[src/include/zx_defines.svh]
`ifndef ZX_DEFINES_SVH
`define ZX_DEFINES_SVH

//////////////////////////////////////////////////////////////////////
// port map
//////////////////////////////////////////////////////////////////////

// low byte shared by all extended ports
`define ZX_PORT_XT_LO   8'hAF

// high bytes of the extended ports
`define ZX_HI_SYSCONF   8'h20
`define ZX_HI_MEMCONF   8'h21
`define ZX_HI_BORDER    8'h0F

// window 0 page register, windows 1..3 follow at 11, 12 and 13
`define ZX_HI_PAGE0     8'h10

// classic 128K paging port, full 16 bit decode
`define ZX_PORT_7FFD    16'h7FFD

//////////////////////////////////////////////////////////////////////
// frame timing
//////////////////////////////////////////////////////////////////////

// fclk cycles per frame, short for simulation
`define ZX_FRAME_CYCLES 512

// interrupt pulse width in fclk cycles
`define ZX_INT_LEN      32

// opcode fetch from this high byte enters DOS ROM
`define ZX_DOS_TRAP_HI  8'h3D

`endif

[src/source/zx_pkg.sv]
package zx_pkg;

	//////////////////////////////////////////////////////////////////////
	// z80 side
	//////////////////////////////////////////////////////////////////////

	// cpu address and data bus
	typedef logic [15:0] zaddr_t;
	typedef logic [7:0]  zdata_t;

	//////////////////////////////////////////////////////////////////////
	// memory map
	//////////////////////////////////////////////////////////////////////

	// physical 16K page number
	typedef logic [7:0] mem_page_t;

	// one of the four 16K windows, taken from a[15:14]
	typedef logic [1:0] win_t;

	// frame position in fclk cycles
	typedef logic [15:0] frame_cnt_t;

	// recognized bus cycle
	typedef enum logic [2:0] {
		BUS_IDLE,
		BUS_IO_RD,
		BUS_IO_WR,
		BUS_FETCH,
		BUS_INTACK,
		// wait for all strobes to go inactive
		BUS_HOLD
	} bus_cycle_e;

endpackage

[src/source/z_bus_if.sv]
interface z_bus_if;
	import zx_pkg::*;

	// address and write data, already in the fclk domain
	zaddr_t addr;
	zdata_t wdata;

	// one cycle strobes
	logic io_wr_s;
	logic fetch_s;
	logic intack_s;

	// level for the whole recognized port read
	logic io_rd;

	modport ctrl (
		output addr, wdata, io_wr_s, io_rd, fetch_s, intack_s
	);

	// port decoder side
	modport regs (
		input addr, wdata, io_wr_s, io_rd
	);

	// pager and interrupt side
	modport cpu (
		input addr, fetch_s, intack_s
	);

endinterface

[src/source/z_bus_ctrl.sv]
module z_bus_ctrl (
	input  logic            fclk,
	input  logic            arst_n,
	input  zx_pkg::zaddr_t  a,
	input  zx_pkg::zdata_t  d_in,
	input  logic            iorq_n,
	input  logic            mreq_n,
	input  logic            m1_n,
	input  logic            rd_n,
	input  logic            wr_n,
	z_bus_if.ctrl           bus
);
	import zx_pkg::*;

	// strobe order is iorq, mreq, m1, rd, wr
	logic [4:0] strb_meta;
	logic [4:0] strb_sync;
	zaddr_t     a_meta;
	zaddr_t     addr_q;
	zdata_t     d_meta;
	zdata_t     wdata_q;
	logic       iorq, mreq, m1, rd, wr;
	bus_cycle_e state, state_nxt;

	//////////////////////////////////////////////////////////////////////
	// two flop synchronizer
	//////////////////////////////////////////////////////////////////////

	always_ff @(posedge fclk or negedge arst_n) begin
		if (!arst_n) begin
			strb_meta <= '1;
			strb_sync <= '1;
		end else begin
			strb_meta <= {iorq_n, mreq_n, m1_n, rd_n, wr_n};
			strb_sync <= strb_meta;
		end
	end

	// address and data take the same two stages so they line up
	always_ff @(posedge fclk) begin
		a_meta  <= a;
		addr_q  <= a_meta;
		d_meta  <= d_in;
		wdata_q <= d_meta;
	end

	assign iorq = !strb_sync[4];
	assign mreq = !strb_sync[3];
	assign m1   = !strb_sync[2];
	assign rd   = !strb_sync[1];
	assign wr   = !strb_sync[0];

	//////////////////////////////////////////////////////////////////////
	// bus cycle fsm
	//////////////////////////////////////////////////////////////////////

	always_comb begin
		state_nxt = state;
		case (state)
			BUS_IDLE: begin
				// intack first, it is the only iorq cycle with m1 low
				if (iorq && m1)
					state_nxt = BUS_INTACK;
				else if (iorq && wr)
					state_nxt = BUS_IO_WR;
				else if (iorq && rd)
					state_nxt = BUS_IO_RD;
				else if (mreq && m1 && rd)
					state_nxt = BUS_FETCH;
			end
			// port read lasts as long as rd
			BUS_IO_RD: if (!rd) state_nxt = BUS_HOLD;
			BUS_IO_WR,
			BUS_FETCH,
			BUS_INTACK: state_nxt = BUS_HOLD;
			BUS_HOLD: if (&strb_sync) state_nxt = BUS_IDLE;
			default: state_nxt = BUS_IDLE;
		endcase
	end

	always_ff @(posedge fclk or negedge arst_n) begin
		if (!arst_n)
			state <= BUS_IDLE;
		else
			state <= state_nxt;
	end

	assign bus.addr     = addr_q;
	assign bus.wdata    = wdata_q;
	assign bus.io_wr_s  = state == BUS_IO_WR;
	assign bus.io_rd    = state == BUS_IO_RD;
	assign bus.fetch_s  = state == BUS_FETCH;
	assign bus.intack_s = state == BUS_INTACK;

endmodule

[src/source/port_regs.sv]
`include "zx_defines.svh"

module port_regs (
	input  logic                     fclk,
	input  logic                     arst_n,
	z_bus_if.regs                    bus,
	output zx_pkg::zdata_t           d_out,
	output logic                     d_oe,
	output zx_pkg::zdata_t           memconf,
	output zx_pkg::mem_page_t [3:0]  win_pages,
	output logic [2:0]               border,
	output logic                     beep
);
	import zx_pkg::*;

	zdata_t hi;
	logic   xt_sel;
	logic   page_hit;
	win_t   page_idx;
	logic   hit_7ffd;
	logic   even_port;

	//////////////////////////////////////////////////////////////////////
	// address decode
	//////////////////////////////////////////////////////////////////////

	assign hi     = bus.addr[15:8];
	assign xt_sel = bus.addr[7:0] == `ZX_PORT_XT_LO;

	// four page ports in a row, low two bits pick the window
	assign page_hit = xt_sel && ((hi & 8'hFC) == `ZX_HI_PAGE0);
	assign page_idx = bus.addr[9:8];

	assign hit_7ffd  = bus.addr == `ZX_PORT_7FFD;
	assign even_port = !bus.addr[0];

	//////////////////////////////////////////////////////////////////////
	// writes
	//////////////////////////////////////////////////////////////////////

	always_ff @(posedge fclk or negedge arst_n) begin
		if (!arst_n) begin
			memconf   <= '0;
			win_pages <= '0;
			border    <= '0;
			beep      <= 1'b0;
		end else if (bus.io_wr_s) begin
			if (xt_sel) begin
				case (hi)
					`ZX_HI_MEMCONF: memconf <= bus.wdata;
					`ZX_HI_BORDER:  border  <= bus.wdata[2:0];
					// turbo and AY clock bits, nothing here uses them
					`ZX_HI_SYSCONF: ;
					default: begin
						if (page_hit)
							win_pages[page_idx] <= bus.wdata;
					end
				endcase
			end

			// 128K compatible paging, bank into window 3 and ROM select
			if (hit_7ffd) begin
				win_pages[3] <= {5'b0, bus.wdata[2:0]};
				memconf[0]   <= bus.wdata[4];
			end

			// ula port, any even address
			if (even_port) begin
				border <= bus.wdata[2:0];
				beep   <= bus.wdata[4];
			end
		end
	end

	//////////////////////////////////////////////////////////////////////
	// readback
	//////////////////////////////////////////////////////////////////////

	always_comb begin
		d_oe  = 1'b0;
		d_out = 8'hFF;
		if (bus.io_rd && xt_sel) begin
			if (hi == `ZX_HI_MEMCONF) begin
				d_oe  = 1'b1;
				d_out = memconf;
			end else if (page_hit) begin
				d_oe  = 1'b1;
				d_out = win_pages[page_idx];
			end
		end
	end

endmodule

[src/source/mem_pager.sv]
`include "zx_defines.svh"

module mem_pager (
	input  logic                     fclk,
	input  logic                     arst_n,
	z_bus_if.cpu                     bus,
	input  zx_pkg::zaddr_t           a,
	input  zx_pkg::zdata_t           memconf,
	input  zx_pkg::mem_page_t [3:0]  win_pages,
	output zx_pkg::mem_page_t        mem_page,
	output logic                     romnram,
	output logic                     mem_we_en
);
	import zx_pkg::*;

	win_t win;
	win_t fetch_win;
	logic rom_win;
	logic trap_hit;
	logic dos;

	// memconf bit 3 maps RAM over window 0
	assign win     = a[15:14];
	assign rom_win = (win == 2'd0) && !memconf[3];

	//////////////////////////////////////////////////////////////////////
	// window translation
	//////////////////////////////////////////////////////////////////////

	always_comb begin
		if (rom_win) begin
			// rom page, bit 1 selects DOS, bit 0 is the 128/48 choice
			mem_page  = {win_pages[0][7:2], !dos, memconf[0]};
			romnram   = 1'b1;
			mem_we_en = memconf[1];
		end else begin
			mem_page  = win_pages[win];
			romnram   = 1'b0;
			mem_we_en = 1'b1;
		end
	end

	//////////////////////////////////////////////////////////////////////
	// dos flag
	//////////////////////////////////////////////////////////////////////

	assign fetch_win = bus.addr[15:14];

	// trap only while the 48K basic rom is mapped in window 0
	assign trap_hit = (bus.addr[15:8] == `ZX_DOS_TRAP_HI) && (fetch_win == 2'd0) &&
		!memconf[3] && memconf[0];

	always_ff @(posedge fclk or negedge arst_n) begin
		if (!arst_n)
			dos <= 1'b0;
		else if (bus.fetch_s) begin
			if (trap_hit)
				dos <= 1'b1;
			else if (fetch_win != 2'd0)
				dos <= 1'b0;
		end
	end

endmodule

[src/source/int_gen.sv]
`include "zx_defines.svh"

module int_gen (
	input  logic  fclk,
	input  logic  arst_n,
	z_bus_if.cpu  bus,
	output logic  int_n
);
	import zx_pkg::*;

	frame_cnt_t frame_cnt;
	frame_cnt_t pulse_cnt;
	logic       frame_end;
	logic       pulse_end;
	logic       int_act;

	assign frame_end = frame_cnt == frame_cnt_t'(`ZX_FRAME_CYCLES - 1);
	assign pulse_end = pulse_cnt == frame_cnt_t'(`ZX_INT_LEN - 1);

	//////////////////////////////////////////////////////////////////////
	// frame counter
	//////////////////////////////////////////////////////////////////////

	always_ff @(posedge fclk or negedge arst_n) begin
		if (!arst_n)
			frame_cnt <= '0;
		else if (frame_end)
			frame_cnt <= '0;
		else
			frame_cnt <= frame_cnt + 1'b1;
	end

	// pulse starts with the wrap, so never right out of reset
	always_ff @(posedge fclk or negedge arst_n) begin
		if (!arst_n) begin
			int_act   <= 1'b0;
			pulse_cnt <= '0;
		end else if (frame_end) begin
			int_act   <= 1'b1;
			pulse_cnt <= '0;
		end else if (int_act) begin
			pulse_cnt <= pulse_cnt + 1'b1;
			// acknowledge cuts the pulse short
			if (pulse_end || bus.intack_s)
				int_act <= 1'b0;
		end
	end

	assign int_n = !int_act;

endmodule

[src/source/zx_core.sv]
module zx_core (
	input  logic               fclk,
	input  logic               arst_n,

	// z80 bus
	input  zx_pkg::zaddr_t     a,
	input  zx_pkg::zdata_t     d_in,
	output zx_pkg::zdata_t     d_out,
	output logic               d_oe,
	input  logic               iorq_n,
	input  logic               mreq_n,
	input  logic               m1_n,
	input  logic               rd_n,
	input  logic               wr_n,
	output logic               int_n,

	// memory select
	output zx_pkg::mem_page_t  mem_page,
	output logic               romnram,
	output logic               mem_we_en,

	// ula side
	output logic [2:0]         border,
	output logic               beep
);
	import zx_pkg::*;

	zdata_t          memconf;
	mem_page_t [3:0] win_pages;

	z_bus_if bus ();

	//////////////////////////////////////////////////////////////////////
	// bus cycle recognition
	//////////////////////////////////////////////////////////////////////

	z_bus_ctrl u_z_bus_ctrl (
		.fclk   (fclk),
		.arst_n (arst_n),
		.a      (a),
		.d_in   (d_in),
		.iorq_n (iorq_n),
		.mreq_n (mreq_n),
		.m1_n   (m1_n),
		.rd_n   (rd_n),
		.wr_n   (wr_n),
		.bus    (bus.ctrl)
	);

	port_regs u_port_regs (
		.fclk      (fclk),
		.arst_n    (arst_n),
		.bus       (bus.regs),
		.d_out     (d_out),
		.d_oe      (d_oe),
		.memconf   (memconf),
		.win_pages (win_pages),
		.border    (border),
		.beep      (beep)
	);

	// raw address, translation has no latency
	mem_pager u_mem_pager (
		.fclk      (fclk),
		.arst_n    (arst_n),
		.bus       (bus.cpu),
		.a         (a),
		.memconf   (memconf),
		.win_pages (win_pages),
		.mem_page  (mem_page),
		.romnram   (romnram),
		.mem_we_en (mem_we_en)
	);

	int_gen u_int_gen (
		.fclk   (fclk),
		.arst_n (arst_n),
		.bus    (bus.cpu),
		.int_n  (int_n)
	);

endmodule

[config.mk]
export PLATFORM = sky130hd
export DESIGN_NAME = zx_core
export DESIGN_NICKNAME = d
export VERILOG_FILES = /design/src/source/zx_pkg.sv /design/src/source/z_bus_if.sv /design/src/source/z_bus_ctrl.sv /design/src/source/port_regs.sv /design/src/source/mem_pager.sv /design/src/source/int_gen.sv /design/src/source/zx_core.sv
export VERILOG_INCLUDE_DIRS = /design/src /design/src/include
export SDC_FILE = /design/constraint.sdc
export NUM_CORES = 1
export LEC_CHECK = 0
export BUFFER_PORTS_ARGS = -buffer_cell sky130_fd_sc_hd__clkbuf_2
export CORE_ASPECT_RATIO = 1.25
export CORE_MARGIN = 2
export CORE_UTILIZATION = 30
export CTS_CLUSTER_DIAMETER = 80
export CTS_CLUSTER_SIZE = 40
export DETAILED_ROUTE_END_ITERATION = 10
export GPL_TIMING_DRIVEN = 0
export PLACE_DENSITY_LB_ADDON = 0.2
export SLEW_MARGIN = 20
export SYNTH_ARGS = -nofsm -noshare
export SYNTH_HDL_FRONTEND = slang
export SYNTH_SLANG_ARGS = --single-unit
[constraint.sdc]
create_clock -name fclk -period 1.8 [get_ports fclk]
set_input_delay 0.45 -clock fclk [delete_from_list [all_inputs] [get_ports fclk]]
set_output_delay 0.45 -clock fclk [all_outputs]
set_load 0.03 [all_outputs]
==> metrics <==
overall global routing resource usage=roughly an eighth; final-report max-slew violation count=0; share of async-settable or async-resettable flops after synthesis=about two thirds; Synth Warn #=0; reg-to-reg startpoint=u_z_bus_ctrl.state[2]; peak per-stage delay on the critical path=approximately 0.32 ns; setup repair after global routing missed its margin=true; required time of the worst setup path=between 1 and 1.5 ns; number of cells produced by synthesis=between 400 and 500; average footprint of a synthesized cell=12.8 sq um; cell at the slowest stage of the critical path=sky130_fd_sc_hd__dfxtp_2; maximum vdd ir drop=0.646 mV; Slew headroom=between 60% and 70%; worst hold-check path type=input pin to flop; first-pass GRT wire length=between 20000 and 25000 microns; number of global-route vias before repair=3881; clock buffers created by TritonCTS=17; Worst setup EP type=primary output; net switching component of the power=~1.6 mW; final period demand of the worst path=between 2 and 2.5 ns; initial antenna violation count=0; Antenna Diode Count=0; number of maximum-capacitance violations=0; aggregate routed wire length=12600 microns; clk root buf=sky130_fd_sc_hd__clkbuf_16; number of flip-flops and latches in the synthesized netlist=roughly 140; crit path DAT=between 1.5 and 2 ns; Final Net Count=around 570; level count of the clock H-tree=4; crit path launch=u_z_bus_ctrl.bus.addr[4]; run status=finished, violations left; relative area change from synthesis to final layout=37.6%; Sink Count=139; Post-synth EDFFs=0; total nets after synthesis=around 460; gp weighted congestion=0.739; average vias per placed instance=~4.8; cell family contributing the most delay on the critical path=simple AND/OR/NAND/NOR gates; sequential cell area fraction in the yosys report=about three fifths; global route overflow=0; num ports=55; count of input and output buffers=54; power density relative to cell area=900 nW/um^2; Setup crit start kind=flop; CP bufs+invs=2; first-pass iteration count of the detailed router=4; violations in the final reports=setup timing; CTS tree=built; cells traversed along the worst timing path=nand4b_1, nor4_4, a21boi_4, buf_6, nand2_1, buf_8; design internal power=5.25 mW; CTS clock-pin slew for the worst setup and hold paths=0.06 ns; DRC violation total after the first TritonRoute iteration=190; least setup slack across all paths after layout=-0.595 ns; transition time at the pin with the least slew margin=just under 0.6 ns; unique cell type count in the Yosys netlist=51; DRC violations left=0; Core Rows=55; maximum achievable frequency=around 0.42 GHz; net switching fraction of the power=a little under a quarter; number of vias in the routed layout=3733; Lkg Pwr=3.33 nW; post-placement worst setup slack=-0.547 ns; area of the placeable core=18100 sq um; fraction of final layout cells with drive strength greater than 1=approximately 43%; WHS=~0.11 ns; initial standard-cell utilization of the core=a little under a third; largest net degree at the start of global routing=52; final worst-path cycle share=133%; Worst Path Class, Setup=flop to primary output; height of the die=156 microns; final setup violating endpoints=between 50 and 60; Total Die Area=19500 sq um; largest clock skew in the final design=between 0.006 and 0.007 ns; clock group share of total power=about half; count of endpoints failing hold in the final timing report=0; combinational power share=roughly 3.6%; Die Wd=125 microns; Avg WL per Cell=16.2 microns; share of total power in sequential cells=47.4%; estimated wirelength of the detail-placed design=between 8000 and 9000 microns; count of nets left with antenna violations after detail routing=0; worst-path maximum fanout=5; Post-synth top flop=sky130_fd_sc_hd__dfrtp_1; Worst-Skew Late Latency=between 0.4 and 0.5 ns; worst hold path startpoint=iorq_n; cell area after synthesis=5520 sq um; maximum number of buffers from clock root to sink=2
-- state kept, by name, indices dropped and copies added, names as in the netlist --
register	flops
u_z_bus_ctrl.bus.addr	16
u_z_bus_ctrl.strb_sync	5
u_port_regs.beep	1
u_z_bus_ctrl.strb_meta	5
u_z_bus_ctrl.d_meta	8
u_port_regs.border	3
u_z_bus_ctrl.bus.wdata	8
u_port_regs.memconf	8
u_port_regs.win_pages	32
u_z_bus_ctrl.a_meta	16
u_mem_pager.dos	1
u_int_gen.int_act	1
u_int_gen.pulse_cnt	16
u_z_bus_ctrl.state	3
u_int_gen.frame_cnt	16
-- through the flow --
step | total power, mW | std cells | instance area, sq um | setup TNS, ns | utilization (%)
final | 6.84 | 776 | 7600 | -15.97 | 42.0
after CTS | 6.92 | 770 | 7280 | -13.49 | 40.2
after floorplan | 3.36 | 430 | 5580 | -1.39 | -
after detailed placement | 3.49 | 713 | 6170 | -25.41 | 34.1
after global placement | 3.48 | 712 | 6140 | -96.14 | 33.9
after global routing | 7.10 | 776 | 7600 | -20.10 | 42.0
-- cell type report --
| type | count | area [sq um] |
|---|---|---|
| plain buffers | 7 | 83.8 |
| clock inverters | 13 | 104 |
| well taps | 228 | 285 |
| clock buffers | 19 | 475 |
| flip-flops and latches | 139 | 3270 |
| fillers | 1667 | 10500 |
| repair buffers | 90 | 825 |
| inverters | 13 | 48.8 |
| multi-input cells | 267 | 2510 |
-- placed cells by master (no fill, tap or decap), drive strengths merged, types with 3 or more instances in the layout --
cell	netlist	routed
nor2b	4	4
nand3	10	10
nand4	19	19
nor2	27	27
buf	5	53
nand2b	3	3
nand2	32	32
clkbuf	6	62
nor3b	3	3
clkinv	0	6
nor3	14	14
nand4b	4	4
o2bb2ai	5	5
mux2	37	37
dfstp	10	10
and4	8	8
dfrtp	81	81
dfxtp	48	48
nor4	12	12
inv	13	19
o21ai	7	7
and3	4	4
xor2	14	14
a21oi	5	5
mux2i	8	8
xnor2	12	12
or4	3	3
or3	3	3
mux4	15	15
-- cell families after synthesis --
family | synth area share [%]
fa+ha+maj | 0.453
flops | 58.9
mux | 15.1
simple gates | 15.7
compound gates | 3.99
buf+inv | 1.70
xor+xnor | 4.13
-- worst paths after layout --
path / end / slack [ns] / cells after the start
setup / recovery: d_out[5] / -0.60 / 6
hold reg to reg: u_z_bus_ctrl.bus.wdata[1] / 0.32 / 0
min in group asynchronous: u_port_regs.win_pages[13] / 0.52 / 2
max in group asynchronous: u_z_bus_ctrl.strb_meta[1] / 0.64 / 3
hold / removal: u_z_bus_ctrl.strb_meta[4] / 0.11 / 1
setup reg to reg: u_port_regs.win_pages[17] / -0.36 / 7
-- timing repair --
action,in CTS,in global routing
gates resized for setup,81,71
buffers inserted,26,7
gates cloned,0,1
endpoints found under the setup margin,74,63
hold buffers,1,0
endpoints found under the hold margin,40,0
pin swaps,10,5
-- Yosys cell counts, drive strengths merged (10+ instances only) --
master	instances	share of area [%]
dfrtp	81	37
dfstp	10	4.8
dfxtp	48	17
inv	13	0.88
mux2	37	7.5
mux4	15	6.1
nand2	32	2.2
nand3	10	1.0
nand4	19	2.4
nor2	27	1.8
nor3	14	1.6
nor4	12	1.9
xnor2	12	1.9
xor2	14	2.2
-- power by group through the flow --
stage,Combinational [mW],Sequential [mW],Clock [mW]
after detailed placement,0.192,3.30,0
after CTS,0.233,3.24,3.44
after global placement,0.180,3.30,0
after global routing,0.269,3.25,3.58
after floorplan,0.0817,3.28,0
final,0.247,3.24,3.35
-- routing by layer --
layer / vias to the layer above / track usage, % / wire length, microns
met4: 0 / 5.03 / 250
met3: 20 / 3.50 / 367
li1: 1777 / - / -
met5: - / 0 / 0
met1: 1867 / 16.1 / 5570
met2: 69 / 22.9 / 6400
(Power assumes the default switching activity.)
